`config.mk`:
```
export PLATFORM = sky130hd
export DESIGN_NAME = clic_top
export DESIGN_NICKNAME = d
export VERILOG_FILES = /design/src/logic/clic_pkg.sv /design/src/logic/clic_vector_table.sv /design/src/logic/clic_epc_stack.sv /design/src/logic/clic_sequencer.sv /design/src/logic/clic_top.sv
export SDC_FILE = /design/constraint.sdc
export NUM_CORES = 1
export LEC_CHECK = 0
export ABC_AREA = 1
export BUFFER_PORTS_ARGS = -buffer_cell sky130_fd_sc_hd__clkbuf_2
export CORE_MARGIN = 8
export CORE_UTILIZATION = 40
export CTS_CLUSTER_SIZE = 24
export DETAILED_ROUTE_END_ITERATION = 10
export GPL_TIMING_DRIVEN = 0
export PLACE_DENSITY = 0.55
export SLEW_MARGIN = 30
export SYNTH_ARGS = -nofsm -noshare
export SYNTH_HDL_FRONTEND = slang
export SYNTH_SLANG_ARGS = --single-unit
```
`constraint.sdc`:
```
create_clock -name clk -period 16.95 [get_ports clk]
set_input_delay 3.39 -clock clk [delete_from_list [all_inputs] [get_ports clk]]
set_output_delay 3.39 -clock clk [all_outputs]
set_load 0.02 [all_outputs]
```
`src/logic/clic_pkg.sv`:
```
// pc_width must not exceed xlen, and the entry word carries a 3-bit priority, so at most 8 levels
package clic_pkg;

  // csr data width, shared with the core
  localparam int xlen = 32;

  // each csr bank reserves a window of 32 consecutive addresses
  localparam int max_lines  = 32;
  localparam int line_idx_w = $clog2(max_lines);

  typedef logic [11:0] csr_addr_t;

  typedef enum logic [1:0] {
    csr_none,
    csr_write,
    csr_set,
    csr_clear
  } csr_op_t;

  // fixed controller csrs
  localparam csr_addr_t thresh_addr = 12'h347;
  localparam csr_addr_t depth_addr  = 12'h350;

  // first csr of each per-line bank, aligned to the bank window
  localparam csr_addr_t vec_base   = 12'hb00;
  localparam csr_addr_t entry_base = 12'hb20;

  // one csr data word, read either as a vector or as an entry
  typedef union packed {
    struct packed {
      logic [xlen-3:0] addr;
      logic [1:0]      align;
    } vec;
    struct packed {
      logic [xlen-6:0] pad;
      logic [2:0]      prio;
      logic            enabled;
      logic            pended;
    } entry;
  } csr_word_u;

  // csrrw / csrrs / csrrc on a full word
  function automatic logic [xlen-1:0] csr_apply(csr_op_t op, logic [xlen-1:0] old_val,
                                                logic [xlen-1:0] operand);
    logic [xlen-1:0] res;
    case (op)
      csr_write: res = operand;
      csr_set:   res = old_val | operand;
      csr_clear: res = old_val & ~operand;
      default:   res = old_val;
    endcase
    return res;
  endfunction

endpackage

```
`src/logic/clic_vector_table.sv`:
```
// line_count up to max_lines; pending is set by software only and never cleared by hardware
module clic_vector_table #(
  parameter  int line_count  = 8,
  parameter  int prio_levels = 8,
  parameter  int pc_width    = 32,
  localparam int prio_w      = $clog2(prio_levels)
) (
  input  logic                         clk,
  input  logic                         rst_n,
  input  logic                         csr_enable,
  input  clic_pkg::csr_addr_t          csr_addr,
  input  clic_pkg::csr_op_t            csr_op,
  input  logic [clic_pkg::xlen-1:0]    rs1_data,
  input  logic [prio_w-1:0]            thresh,
  output logic                         int_found,
  output logic [prio_w-1:0]            int_prio,
  output logic [pc_width-1:0]          int_vec,
  output logic [clic_pkg::xlen-1:0]    table_rdata
);

  // per-line state, vectors kept as word addresses
  logic [pc_width-3:0] vec_q   [line_count];
  logic [prio_w-1:0]   prio_q  [line_count];
  logic                en_q    [line_count];
  logic                pend_q  [line_count];

  logic [clic_pkg::line_idx_w-1:0] line;
  logic                            line_ok;
  logic                            vec_hit;
  logic                            entry_hit;
  clic_pkg::csr_word_u             old_u;
  clic_pkg::csr_word_u             new_u;

  logic                best_found;
  logic [prio_w-1:0]   best_prio;
  logic [pc_width-3:0] best_vec;

  // low address bits pick the line inside a bank
  assign line    = csr_addr[clic_pkg::line_idx_w-1:0];
  assign line_ok = int'(line) < line_count;

  // banks are aligned, so the upper bits select the bank
  assign vec_hit = csr_enable && line_ok &&
                   (csr_addr[11:clic_pkg::line_idx_w] ==
                    clic_pkg::vec_base[11:clic_pkg::line_idx_w]);
  assign entry_hit = csr_enable && line_ok &&
                     (csr_addr[11:clic_pkg::line_idx_w] ==
                      clic_pkg::entry_base[11:clic_pkg::line_idx_w]);

  // old value of the addressed csr, formatted as seen by software
  always_comb begin
    old_u = '0;
    for (int k = 0; k < line_count; k++) begin
      if (int'(line) == k) begin
        if (vec_hit) begin
          old_u.vec.addr = (clic_pkg::xlen-2)'(vec_q[k]);
        end else if (entry_hit) begin
          old_u.entry.prio    = 3'(prio_q[k]);
          old_u.entry.enabled = en_q[k];
          old_u.entry.pended  = pend_q[k];
        end
      end
    end
  end

  assign table_rdata = old_u;

  // merged operand, then decoded by whichever bank is addressed
  assign new_u = clic_pkg::csr_apply(csr_op, old_u, rs1_data);

  always_ff @(posedge clk or negedge rst_n) begin
    if (!rst_n) begin
      for (int k = 0; k < line_count; k++) begin
        vec_q[k]  <= '0;
        prio_q[k] <= '0;
        en_q[k]   <= 1'b0;
        pend_q[k] <= 1'b0;
      end
    end else begin
      for (int k = 0; k < line_count; k++) begin
        if (vec_hit && int'(line) == k) begin
          vec_q[k] <= new_u.vec.addr[pc_width-3:0];
        end
        if (entry_hit && int'(line) == k) begin
          prio_q[k] <= new_u.entry.prio[prio_w-1:0];
          en_q[k]   <= new_u.entry.enabled;
          pend_q[k] <= new_u.entry.pended;
        end
      end
    end
  end

  // chained scan from the top line down
  // strict compare, so a tie keeps the higher index
  always_comb begin
    best_found = 1'b0;
    best_prio  = thresh;
    best_vec   = '0;
    for (int k = line_count - 1; k >= 0; k--) begin
      if (en_q[k] && pend_q[k] && (prio_q[k] > best_prio)) begin
        best_found = 1'b1;
        best_prio  = prio_q[k];
        best_vec   = vec_q[k];
      end
    end
  end

  assign int_found = best_found;
  assign int_prio  = best_prio;
  // back to a byte address for the fetch unit
  assign int_vec   = {best_vec, 2'b00};

  // lines must fit the csr window, priorities the 3-bit entry field
  params_fit: assert property (@(posedge clk) disable iff (!rst_n)
    (line_count <= clic_pkg::max_lines) && (prio_levels <= 8))
    else $error("vector table parameters exceed the csr layout");

endmodule

```
`src/logic/clic_epc_stack.sv`:
```
// prio_levels must be a power of two of at least 2; the caller must not push when full
module clic_epc_stack #(
  parameter  int prio_levels = 8,
  parameter  int pc_width    = 32,
  localparam int prio_w      = $clog2(prio_levels),
  localparam int depth_w     = $clog2(prio_levels + 1)
) (
  input  logic                clk,
  input  logic                rst_n,
  input  logic                push,
  input  logic                pop,
  input  logic [pc_width-1:0] push_pc,
  input  logic [prio_w-1:0]   push_prio,
  output logic [pc_width-1:0] top_pc,
  output logic [prio_w-1:0]   top_prio,
  output logic [depth_w-1:0]  depth
);

  // storage index width, one slot per priority level
  localparam int ptr_w = $clog2(prio_levels);

  logic [pc_width-1:0] pc_mem   [prio_levels];
  logic [prio_w-1:0]   prio_mem [prio_levels];
  logic [depth_w-1:0]  depth_q;
  logic [ptr_w-1:0]    wr_ptr;
  logic [ptr_w-1:0]    top_ptr;

  // next free slot and current top
  assign wr_ptr  = ptr_w'(depth_q);
  assign top_ptr = ptr_w'(depth_q - 1'b1);

  // payload only, depth tells what is valid
  always_ff @(posedge clk) begin
    if (push) begin
      pc_mem[wr_ptr]   <= push_pc;
      prio_mem[wr_ptr] <= push_prio;
    end
  end

  always_ff @(posedge clk or negedge rst_n) begin
    if (!rst_n) begin
      depth_q <= '0;
    end else if (push) begin
      depth_q <= depth_q + 1'b1;
    end else if (pop) begin
      depth_q <= depth_q - 1'b1;
    end
  end

  // top visible in the same cycle for a return
  assign top_pc   = pc_mem[top_ptr];
  assign top_prio = prio_mem[top_ptr];
  assign depth    = depth_q;

  no_push_pop: assert property (@(posedge clk) disable iff (!rst_n) !(push && pop))
    else $error("epc stack push and pop in the same cycle");

  // nesting beyond prio_levels would overwrite the oldest frame
  no_overflow: assert property (@(posedge clk) disable iff (!rst_n)
    push |-> (int'(depth_q) < prio_levels))
    else $error("epc stack overflow");

  no_underflow: assert property (@(posedge clk) disable iff (!rst_n)
    pop |-> (depth_q != '0))
    else $error("epc stack underflow");

endmodule

```
`src/logic/clic_sequencer.sv`:
```
// pc all ones marks a return; a hardware threshold update wins over a software write
module clic_sequencer #(
  parameter  int prio_levels = 8,
  parameter  int pc_width    = 32,
  localparam int prio_w      = $clog2(prio_levels),
  localparam int depth_w     = $clog2(prio_levels + 1)
) (
  input  logic                      clk,
  input  logic                      rst_n,
  input  logic                      csr_enable,
  input  clic_pkg::csr_addr_t       csr_addr,
  input  clic_pkg::csr_op_t         csr_op,
  input  logic [clic_pkg::xlen-1:0] rs1_data,
  input  logic [pc_width-1:0]       pc_in,
  input  logic                      int_found,
  input  logic [prio_w-1:0]         int_prio,
  input  logic [pc_width-1:0]       int_vec,
  input  logic [clic_pkg::xlen-1:0] table_rdata,
  input  logic [pc_width-1:0]       top_pc,
  input  logic [prio_w-1:0]         top_prio,
  input  logic [depth_w-1:0]        depth,
  output logic [prio_w-1:0]         thresh,
  output logic                      push,
  output logic                      pop,
  output logic [pc_width-1:0]       push_pc,
  output logic [prio_w-1:0]         push_prio,
  output logic [pc_width-1:0]       pc_out,
  output logic [clic_pkg::xlen-1:0] csr_rdata
);

  logic                      thresh_q;
  logic [prio_w-1:0]         thresh_r;
  logic                      is_ret;
  logic                      hw_we;
  logic [prio_w-1:0]         hw_thresh;
  logic                      thresh_hit;
  logic                      depth_hit;
  logic                      sw_we;
  logic [clic_pkg::xlen-1:0] thresh_new;

  // return from interrupt marker
  assign is_ret = (pc_in == '1);

  // first matching case wins: tail chain, take, return, pass
  always_comb begin
    push      = 1'b0;
    pop       = 1'b0;
    pc_out    = pc_in;
    hw_we     = 1'b0;
    hw_thresh = thresh_r;
    if (is_ret && int_found) begin
      // tail chain, stack and threshold untouched
      pc_out = int_vec;
    end else if (int_found) begin
      push      = 1'b1;
      pc_out    = int_vec;
      hw_we     = 1'b1;
      hw_thresh = int_prio;
    end else if (is_ret) begin
      pop       = 1'b1;
      pc_out    = top_pc;
      hw_we     = 1'b1;
      hw_thresh = top_prio;
    end
  end

  // frame saved on a take
  assign push_pc   = pc_in;
  assign push_prio = thresh_r;

  assign thresh_hit = csr_enable && (csr_addr == clic_pkg::thresh_addr);
  assign depth_hit  = csr_enable && (csr_addr == clic_pkg::depth_addr);

  assign thresh_new = clic_pkg::csr_apply(csr_op, clic_pkg::xlen'(thresh_r), rs1_data);
  assign sw_we      = thresh_hit && (csr_op != clic_pkg::csr_none);

  // threshold register, hardware first
  assign thresh_q = hw_we || sw_we;

  always_ff @(posedge clk or negedge rst_n) begin
    if (!rst_n) begin
      thresh_r <= '0;
    end else if (thresh_q) begin
      if (hw_we) begin
        thresh_r <= hw_thresh;
      end else begin
        thresh_r <= thresh_new[prio_w-1:0];
      end
    end
  end

  assign thresh = thresh_r;

  // read mux, depth is read-only
  // table_rdata is already zero outside its banks
  always_comb begin
    if (thresh_hit) begin
      csr_rdata = clic_pkg::xlen'(thresh_r);
    end else if (depth_hit) begin
      csr_rdata = clic_pkg::xlen'(depth);
    end else begin
      csr_rdata = table_rdata;
    end
  end

  // a plain return needs a saved frame on the stack
  ret_has_frame: assert property (@(posedge clk) disable iff (!rst_n)
    (is_ret && !int_found) |-> (depth != '0))
    else $error("return from interrupt with an empty epc stack");

endmodule

```
`src/logic/clic_top.sv`:
```
// line_count up to 32, prio_levels a power of two from 2 to 8, pc_width at most 32
module clic_top #(
  parameter int line_count  = 8,
  parameter int prio_levels = 8,
  parameter int pc_width    = 32
) (
  input  logic                      clk,
  input  logic                      rst_n,
  input  logic                      csr_enable,
  input  clic_pkg::csr_addr_t       csr_addr,
  input  clic_pkg::csr_op_t         csr_op,
  input  logic [clic_pkg::xlen-1:0] rs1_data,
  input  logic [pc_width-1:0]       pc_in,
  output logic [pc_width-1:0]       pc_out,
  output logic [clic_pkg::xlen-1:0] csr_rdata
);

  localparam int prio_w  = $clog2(prio_levels);
  localparam int depth_w = $clog2(prio_levels + 1);

  // table to sequencer
  logic                      int_found;
  logic [prio_w-1:0]         int_prio;
  logic [pc_width-1:0]       int_vec;
  logic [clic_pkg::xlen-1:0] table_rdata;
  logic [prio_w-1:0]         thresh;

  // stack and sequencer
  logic                push;
  logic                pop;
  logic [pc_width-1:0] push_pc;
  logic [prio_w-1:0]   push_prio;
  logic [pc_width-1:0] top_pc;
  logic [prio_w-1:0]   top_prio;
  logic [depth_w-1:0]  depth;

  clic_vector_table #(
    .line_count (line_count),
    .prio_levels(prio_levels),
    .pc_width   (pc_width)
  ) u_table (
    .clk,
    .rst_n,
    .csr_enable,
    .csr_addr,
    .csr_op,
    .rs1_data,
    .thresh,
    .int_found,
    .int_prio,
    .int_vec,
    .table_rdata
  );

  clic_epc_stack #(
    .prio_levels(prio_levels),
    .pc_width   (pc_width)
  ) u_stack (
    .clk,
    .rst_n,
    .push,
    .pop,
    .push_pc,
    .push_prio,
    .top_pc,
    .top_prio,
    .depth
  );

  clic_sequencer #(
    .prio_levels(prio_levels),
    .pc_width   (pc_width)
  ) u_seq (
    .clk,
    .rst_n,
    .csr_enable,
    .csr_addr,
    .csr_op,
    .rs1_data,
    .pc_in,
    .int_found,
    .int_prio,
    .int_vec,
    .table_rdata,
    .top_pc,
    .top_prio,
    .depth,
    .thresh,
    .push,
    .pop,
    .push_pc,
    .push_prio,
    .pc_out,
    .csr_rdata
  );

endmodule

```
After elaboration in Yosys (flattened, before gate mapping) --
Memory sizes are Yosys's and may differ from the RTL's. Cells that the tools add are included.
Word-level totals: flip-flop bits (word level) 287, bits in latches 0, memory bits (writable) 280, memory bits (read-only) 0, bits of input ports 81, output and inout bits 64, word-level logic and storage cells 202, memories 2
Operators by class: add/subtract/negate cells 2, multiply operators 0, div/mod/pow operators 0, $lt $le $gt $ge 9, eq/ne operators 17, shift-type cells 0, multiplexer cells 88, bitwise operators 5, reductions and logical operators 45
Memory list:
- u_stack.pc_mem | words 8, bits a word 32, rd ports 1, clocked after Yosys merged registers in 0, write ports 1, line clic_epc_stack.sv:22 | logic [pc_width-1:0] pc_mem [prio_levels];
- u_stack.prio_mem | words 8, bits a word 3, rd ports 1, clocked after Yosys merged registers in 0, write ports 1, line clic_epc_stack.sv:23 | logic [prio_w-1:0] prio_mem [prio_levels];
Operators with widths (count):
- 2-to-1 mux 32 bit | 13
- 2-to-1 mux 30 bit | 8
- 2-to-1 mux 27 bit | 8
- one-hot mux 32 bit (3 select lines) | 1
- 2-to-1 mux 3 bit | 20
- 2-to-1 mux 5 bit | 10
- logical AND 1 bit | 39
- bitwise AND 32 bit | 1
- == test 32 bit (second input constant) | 1
- NOT 32 bit | 1
- bitwise OR 32 bit | 1
- == test 12 x 10 -> 1 bit (second input constant) | 2
- greater-than comparator 3 bit | 8
- == test 5 x 4 -> 1 bit (second input constant) | 4
- 2-to-1 mux 1 bit | 17
- 2-to-1 mux 2 bit | 8
- == test 7 bit (second input constant) | 2
- == test 5 x 3 -> 1 bit (second input constant) | 2
- one-hot mux 3 bit (3 select lines) | 1
- 2-to-1 mux 4 bit | 2
- == test 5 x 2 -> 1 bit (second input constant) | 1
- zero test 5 bit | 1
- less-than comparator 5 x 4 -> 1 bit (second input constant) | 1
- adder 4 x 1 -> 4 bit (second input constant) | 1
- other kinds (11) | 13

Longest topological paths before layout --
Gate-level depths: netlist (run 1).
depth after elaboration 31, mapped depth 75, gate-level depth less buffers 71

By module --
Synthesis (run 1) repeated with hierarchy kept, for this count alone.
Second synthesis, totals: cells, all modules 3893, area, all modules 30873.4 um^2
By module, submodules not included:
- clic_vector_table | instances 1, cells each 2158, area an instance 15906.5 um^2
- clic_epc_stack | instances 1, cells each 1258, area an instance 12484.5 um^2
- clic_sequencer | instances 1, cells each 477, area an instance 2482.4 um^2

Least setup slack after synthesis (run 1) --
Ideal clock, no wire load.
path kind register to output, start point register u_seq.thresh_r[2] (netlist: u_seq.push_prio[2]), end point output pc_out[10], arrival 9.637 ns, data required time 13.560 ns, path slack 3.923 ns, cell stages (with the launch flop) 66, path through dfrtp_1 > inv_1 > ha_1 > a21oi_1 > nand2_1 > nand2_2 > clkbuf_1 > nand2_1 > o21ai_0 > ha_1 > o21ai_0 > nand3_1 > nand3_2 > nand2_4 > o21ai_0 > ha_1 > o21ai_0 > nand3_2 > (+30 left out) > inv_1 > o21ai_0 > o21ai_0 > nand2_1 > clkinv_1 > nand2_1 > nand2_1 > ha_1 > nand3_1 > nand3_1 > inv_1 > nand2_1 > nand4_1 > and3b_1 > nand3_4 > ha_1 > clkbuf_1 > o211ai_1
On the way: word-level cells in the longest chain between the ends 26
Ends and longest elaborated chain:
- start: declaration | line clic_sequencer.sv:32 | logic [prio_w-1:0] thresh_r;
- start signal: assignment | line clic_sequencer.sv:85 | thresh_r <= hw_thresh;
- start signal: assignment | line clic_sequencer.sv:87 | thresh_r <= thresh_new[prio_w-1:0];
- greater-than comparator 3 bit | line clic_vector_table.sv:100 | if (en_q[k] && pend_q[k] && (prio_q[k] > best_prio)) begin
- logical AND 1 bit | line clic_vector_table.sv:100
- 2-to-1 mux 3 bit | line clic_vector_table.sv:100
- greater-than comparator 3 bit | line clic_vector_table.sv:100
- logical AND 1 bit | line clic_vector_table.sv:100
- 2-to-1 mux 3 bit | line clic_vector_table.sv:100
- greater-than comparator 3 bit | line clic_vector_table.sv:100
- logical AND 1 bit | line clic_vector_table.sv:100
- (+10 left out)
- greater-than comparator 3 bit | line clic_vector_table.sv:100
- logical AND 1 bit | line clic_vector_table.sv:100
- 2-to-1 mux 3 bit | line clic_vector_table.sv:100
- greater-than comparator 3 bit | line clic_vector_table.sv:100
- logical AND 1 bit | line clic_vector_table.sv:100
- 2-to-1 mux 30 bit or 2-to-1 mux 1 bit (tied branches) | line clic_vector_table.sv:100
- 2-to-1 mux 32 bit or logical AND 1 bit (tied branches) | line clic_sequencer.sv:54, clic_sequencer.sv:51
- 2-to-1 mux 32 bit (*) | line clic_sequencer.sv:51 | if (is_ret && int_found) begin
- end: declaration | line clic_top.sv:14 | output logic [pc_width-1:0] pc_out,
Mark *: on every way between the ends. The rest lies on a longest branch, timed or not.

Worst setup path in the final report (run 1) --
start point register u_seq.thresh_r[2] (netlist: u_seq.push_prio[2]), end point output pc_out[11]
Same word-level chain as after synthesis.

==> flow_summary.json, run 1 <==
{
  "placed_area_mm2": 0.0307,
  "finalHoldViolCount": 0,
  "cts_hold_buffers": 0,
  "grt_pass1_vias": 24500,
  "syn_inst": 3159,
  "routed_wl_um": 102000,
  "finalMaxSlewViolations": 0,
  "power_mw": 3.05,
  "firstDrtPassIters": 6,
  "ctsResizeCount": 0,
  "grt_overflow": 0,
  "wire_per_inst_um": 23.2,
  "slew_headroom_pct": 35.3,
  "yosysTopAreaCell": "edfxtp_1",
  "clock.fmax_mhz": 62.9,
  "critPathLaunchType": "flip-flop",
  "clkLatencyLatePin_ps": 620,
  "vias_per_cell": 5.68,
  "layout-drive-gt1-share_pct": 9.65,
  "ys_top_cells_by_area": "edfxtp_1, dfrtp_1, o21ai_0, nand2_1, inv_1",
  "cp_max_fo": 13,
  "dr_total_vias": 24900,
  "cp-end-kind": "primary output",
  "cts_root_buf": "clkbuf_16",
  "dieArea_mm2": 0.0791,
  "crit_arrival_ps": 12510,
  "synthDominantCellAreaShare_pct": 29.9,
  "tns_ps": 0,
  "synth_common_cells": "nand2_1, o21ai_0, inv_1",
  "nets": 3500,
  "yosys_register_bits": 567,
  "skew_ps": 20.8,
  "yosysUniqueCellTypes": 58,
  "dr.first_iter.drc_count": 2818,
  "syn_to_final_growth_pct": 17.1,
  "place_inst": 4269,
  "yosysSeqAreaShare_pct": 55.4,
  "cts_setup_buffers": 0,
  "min_period_ps": 15900,
  "synthesis.nets": 3262,
  "grt-busiest-layer": "met2",
  "cts_tree": "yes",
  "cts_max_level": 3,
  "fillerInstances": 6732,
  "drcViolationCount": 0,
  "use_met3_pct": 3.41,
  "p_leak_nw": 13.2,
  "clk_pin_slew_worst_paths_ps": 60,
  "ios": 145,
  "setup_viol": 0,
  "whs_ps": 486,
  "start_util_pct": 40.3,
  "crit_cells": 66,
  "gp_congestion": 0.903,
  "grt_max_degree": 80,
  "finalNonFillerCells": 4390,
  "yosysMostFrequentCell": "nand2_1",
  "die_w_um": 281,
  "grt_usage_pct": 25.2,
  "clock-sinks": 567,
  "synth_area_per_cell_um2": 8.91,
  "antenna_found_initial": 2,
  "status": "finished clean",
  "path_delay_family": "simple AND/OR/NAND/NOR gates",
  "rsz0062_at_grt": "false",
  "clk_path_buf_depth": 3,
  "crit_buf_inv": 9,
  "yosysWarnings": 0,
  "final_area_mm2": 0.0330,
  "dpl.hpwl_um": 76900,
  "crit_path_top_delay_cell": "dfrtp_2",
  "r2r_cells": 68,
  "row_count": 97,
  "worstSetupPathType": "flip-flop to primary output",
  "cp_slowest_stage_delay_ps": 560,
  "fp.dieH_um": 281,
  "core_mm2": 0.0699,
  "synth-edff-count": 280,
  "use_met2_pct": 41.9,
  "async_flop_share_pct": 50.6,
  "antenna_left": 0,
  "synth_flop_cell": "dfrtp_1",
  "mappedNetlistArea_mm2": 0.0281,
  "hold_path_depth": 2,
  "maxCapViolCount": 0,
  "max_slew.worst_pin.slew_ps": 971,
  "fin_crit_sh_pct": 93.8,
  "met1_usage_pct": 33.7,
  "hp-class": "flip-flop to flip-flop",
  "worstPathRequired_ps": 13560,
  "crit_top_cell": "o21ai_0",
  "max-vdd-ir-drop_mv": 0.0636,
  "numCtsBuffers": 67,
  "numPortBuffers": 144,
  "p_per_area_mw_per_mm2": 92.7,
  "grt_pass1_wl_um": 153000
}
## metal layers
layer,up-vias,share of wire (%),wire length (um)
met5,-,0,0
met3,166,6.7,6780
met1,12200,43,43700
li1,11500,-,-
met4,0,3.2,3260
met2,1046,47,48100
## cell usage in the layout (no fill, tap or decap), types with 11 or more instances in the layout
cell       Yosys  routed
a21oi_1      134     134
a221oi_1      11      11
a32o_1        29      29
buf_1         22      22
buf_16         0      17
clkbuf_1     160     172
clkbuf_16      0      69
clkbuf_2       0     144
clkbuf_8       0      11
dfrtp_1      287     285
edfxtp_1     280     280
ha_1          22      21
inv_1        323     323
nand2_1      669     668
nand3_1      103     103
nand4_1       15      15
nor2_1       194     187
o2111ai_1     28      28
o211ai_1     119     119
o21ai_0      567     565
o221ai_1      66      66
o22ai_1       30      30
## sequential cells by signal, summed over array words and instances (netlist names)
register / count
u_stack.prio_mem: 24
u_stack.pc_mem: 256
u_table.vec_q: 240
u_table.en_q: 8
u_table.pend_q: 8
u_seq.push_prio: 3
u_stack.depth: 4
u_table.prio_q: 24
## worst reg2reg max path, delay by kind of cell (launching register included)
family          cells  cell delay, ps
compound gates     14            2520
fa+ha+maj           9            2670
buf+inv            12            1880
flops               1             560
simple gates       33            4580
## where the power goes
group          switching [mW]  internal, mW  total, mW
combinational          0.0840        0.0262      0.110
sequential           0.000699          1.45       1.45
clock                   0.594         0.901       1.50
## cells by family (layout without fill, tap and decap cells)
group	after synthesis	after routing	share of synthesized area, %
AO/OA/AOI/OAI	1008	1008	21.3
AND/OR/NAND/NOR	1030	1030	15.1
buffers and inverters	529	819	7.17
other	0	1	0
flip-flops	567	567	55.4
adder cells (fa/ha/maj)	22	22	0.978
XOR/XNOR	3	3	0.0934
## metrics by stage
| step | setup WS (ps) | util (%) |
|---|---|---|
| final | 1050 | 47.1 |
| after global routing | 18.3 | 47.1 |
| after CTS | 98.9 | 47.1 |
| after detailed placement | 803 | 43.9 |
| after global placement | 68.5 | 43.0 |
| after floorplan | 3920 | - |
## cell type report
cell class / instances / area (um2) / area share, %
timing repair buffer: 170 / 1280 / 3.88
clock inverter: 28 / 355 / 1.08
multi-input combinational: 2063 / 10600 / 32.2
buffer: 193 / 758 / 2.30
sequential: 567 / 15600 / 47.3
clock buffer: 93 / 1920 / 5.82
tap: 940 / 1180 / 3.57
antenna: 1 / 2.50 / 0.00759
inverter: 335 / 1260 / 3.83
## final timing paths
path / slack (ps) / start / to
worst min register to register: 490 / u_table.vec_q[120] / u_table.vec_q[120]
min in group asynchronous: 2710 / rst_n / u_table.pend_q[0]
max in group asynchronous: 12830 / rst_n / u_table.vec_q[193]
worst max register to register: 4420 / u_seq.push_prio[2] / u_stack.pc_mem[1][19]
worst max-delay path: 1050 / u_seq.push_prio[2] / pc_out[11]
worst min-delay path: 490 / u_table.vec_q[120] / u_table.vec_q[120]
Power figures use the tool's default switching activity.
==> inputs of run 2 (changes only) <==
- ABC_AREA: 1 -> default
==> run 2 against run 1 <==
Effect of this change: global-route usage down 0.41 points; critical path type unchanged; synthesized cell count down 23%; clock power is essentially flat; clock-buffer cell count shrank 11; critical path depth decreased by 2.
==> flow_summary.json, run 2 <==
{
  "status": "finished clean",
  "clock-sinks": 567,
  "numPortBuffers": 143,
  "synthSimpleGateAreaFrac_pct": 12.3,
  "final_common_cell": "nand2_1",
  "ios": 145,
  "p_leak_nw": 12.3,
  "syn_to_final_growth_pct": 18.3,
  "drcViolationCount": 0,
  "row_count": 95,
  "core_mm2": 0.0672,
  "mappedNetlistArea_mm2": 0.0271,
  "wire_per_inst_um": 26.8,
  "clk_pin_slew_worst_paths_ps": 60,
  "firstDrtPassIters": 6,
  "place_inst": 3474,
  "numCtsBuffers": 66,
  "critPathLaunchType": "flip-flop",
  "grt_max_degree": 80,
  "crit_top_cell": "ha_1",
  "start_util_pct": 40.4,
  "die_w_um": 277,
  "grt_overflow": 0,
  "power_mw": 3.02,
  "finalHoldViolCount": 0,
  "rsz0062_at_grt": "false",
  "place_ws_ps": -3330,
  "cts_tree": "yes",
  "synth-compound-area-share_pct": 16.7,
  "slew_headroom_pct": 35.0,
  "final_area_mm2": 0.0321,
  "yosysMostFrequentCell": "nand2_1",
  "postLayoutCoreUtil_pct": 47.8,
  "multi_input_area_mm2": 0.0110,
  "finalNonFillerCells": 3615,
  "synth_flop_cell": "dfrtp_1",
  "setup_viol": 0,
  "syn_inst": 2432,
  "yosysUniqueCellTypes": 81,
  "cp-end-kind": "primary output",
  "synthMuxAreaShare_pct": 9.21,
  "p_per_area_mw_per_mm2": 93.9,
  "synth_xor_area_share_pct": 0.258,
  "yosysSeqAreaShare_pct": 57.4,
  "gp_congestion": 0.940,
  "ff_latch_area_mm2": 0.0156,
  "layout_setup_ws_ps": 599,
  "ys_top_cells_by_area": "edfxtp_1, dfrtp_1, mux4_2, nand2_1, o21ai_0",
  "fillerInstances": 6080,
  "clkLatencyLatePin_ps": 630,
  "worstSetupPathType": "flip-flop to primary output",
  "yosysWarnings": 0,
  "cts_hold_buffers": 0,
  "layout-drive-gt1-share_pct": 18.8,
  "synth_common_cells": "nand2_1, dfrtp_1, edfxtp_1",
  "crit_arrival_ps": 12960,
  "placed_area_mm2": 0.0295,
  "synth_adder_area_share_pct": 1.09,
  "largestRegisters": "u_stack.pc_mem: 256 flops, u_table.vec_q: 240 flops",
  "grt_pass1_wl_um": 144000,
  "worstPathRequired_ps": 13560,
  "skew_ps": 27.7,
  "dieArea_mm2": 0.0765,
  "grt_pass1_vias": 22000,
  "nets": 2791,
  "clk_path_buf_depth": 3,
  "synth-edff-count": 280,
  "async_flop_share_pct": 50.6,
  "fin_crit_sh_pct": 96.5,
  "cts_max_level": 3,
  "hp-class": "flip-flop to flip-flop",
  "top_register": "u_stack.pc_mem",
  "synthDominantCellAreaShare_pct": 31.0,
  "vias_per_cell": 6.10,
  "grt_usage_pct": 24.7,
  "largest_register_ffs": 256,
  "cp_slowest_stage_delay_ps": 400,
  "antenna_found_initial": 6,
  "crit_path_top_delay_cell": "dfrtp_2",
  "max-vdd-ir-drop_mv": 0.0632,
  "cp_max_fo": 10,
  "clock.fmax_mhz": 61.2,
  "final_cell_mix": "nand2_1, dfrtp_1, edfxtp_1",
  "cts_root_buf": "clkbuf_16",
  "synth_top_family_by_area": "compound AO/OA/AOI/OAI gates",
  "dr.first_iter.drc_count": 2668,
  "fp.dieH_um": 277,
  "antenna_left": 0,
  "dr_total_vias": 22100,
  "synth_area_per_cell_um2": 11.2,
  "min_period_ps": 16350,
  "finalMaxSlewViolations": 0,
  "yosys_register_bits": 567,
  "routed_wl_um": 97100,
  "dpl.hpwl_um": 70500,
  "synthesis.nets": 2535,
  "max_slew.worst_pin.slew_ps": 976,
  "yosysTopAreaCell": "edfxtp_1",
  "maxCapViolCount": 0
}
-- run 2: cell type report --
class | count | area share, %
flip-flops and latches | 567 | 48.6
multi-input cells | 1658 | 34.2
clock buffers | 82 | 5.64
repair buffers | 189 | 4.31
well taps | 873 | 3.40
plain buffers | 178 | 2.24
clock inverters | 37 | 1.31
inverters | 28 | 0.327
diodes | 3 | 0.0234
-- run 2: logic make-up (layout without fill, tap and decap cells) --
group,after synthesis,in the layout
adder cells (fa/ha/maj),24,24
XOR/XNOR,8,8
buffers and inverters,207,514
flip-flops,567,567
AO/OA/AOI/OAI,710,710
other,0,3
multiplexers,150,150
AND/OR/NAND/NOR,766,766
-- run 2: worst paths after layout --
| check | from | end | slack (ps) | depth (start not counted) |
|---|---|---|---|---|
| setup / recovery | u_seq.push_prio[2] | pc_out[30] | 600 | 64 |
| hold / removal | u_stack.depth[3] | u_stack.depth[3] | 480 | 1 |
| setup reg to reg | u_seq.push_prio[2] | u_stack.pc_mem[2][13] | 3990 | 63 |
| hold reg to reg | u_stack.depth[3] | u_stack.depth[3] | 480 | 1 |
| max in group asynchronous | rst_n | u_table.vec_q[41] | 13350 | 2 |
| min in group asynchronous | rst_n | u_table.en_q[2] | 2760 | 1 |
-- run 2: per-stage QoR --
stage          TNS, ps  hold slack, ps
5_1_grt              0             490
3_3_place_gp   -693740             470
2_1_floorplan        0             447
3_5_place_dp   -100930             472
4_1_cts              0             485
6_report             0             480
-- run 2: where the power goes --
group	switching [mW]	internal [mW]	total, mW
Clock	0.608	0.862	1.47
Sequential	0.000631	1.45	1.45
Combinational	0.0778	0.0230	0.101
-- run 2: routing by layer --
layer / vias up / track usage (%) / part of all wire, %
li1: 9676 / - / -
met1: 11100 / 33.3 / 42
met2: 1112 / 39.3 / 46
met3: 196 / 5.56 / 8.5
met4: 6 / 8.65 / 3.2
met5: - / 0 / 0.042
-- run 2: repair_timing --
action	CTS	global route
endpoints found under the hold margin	0	0
gates cloned	0	0
pin swaps	10	9
setup buffers	11	9
gates resized for setup	31	20
setup endpoints to repair	45	32
-- run 2: critical path, delay by kind of cell (launching register included) --
kind            cells  cell delay, ps
flops               1             400
fa+ha+maj          11            3280
compound gates     20            3260
mux                 3            1030
buf+inv             9            1410
simple gates       21            2940
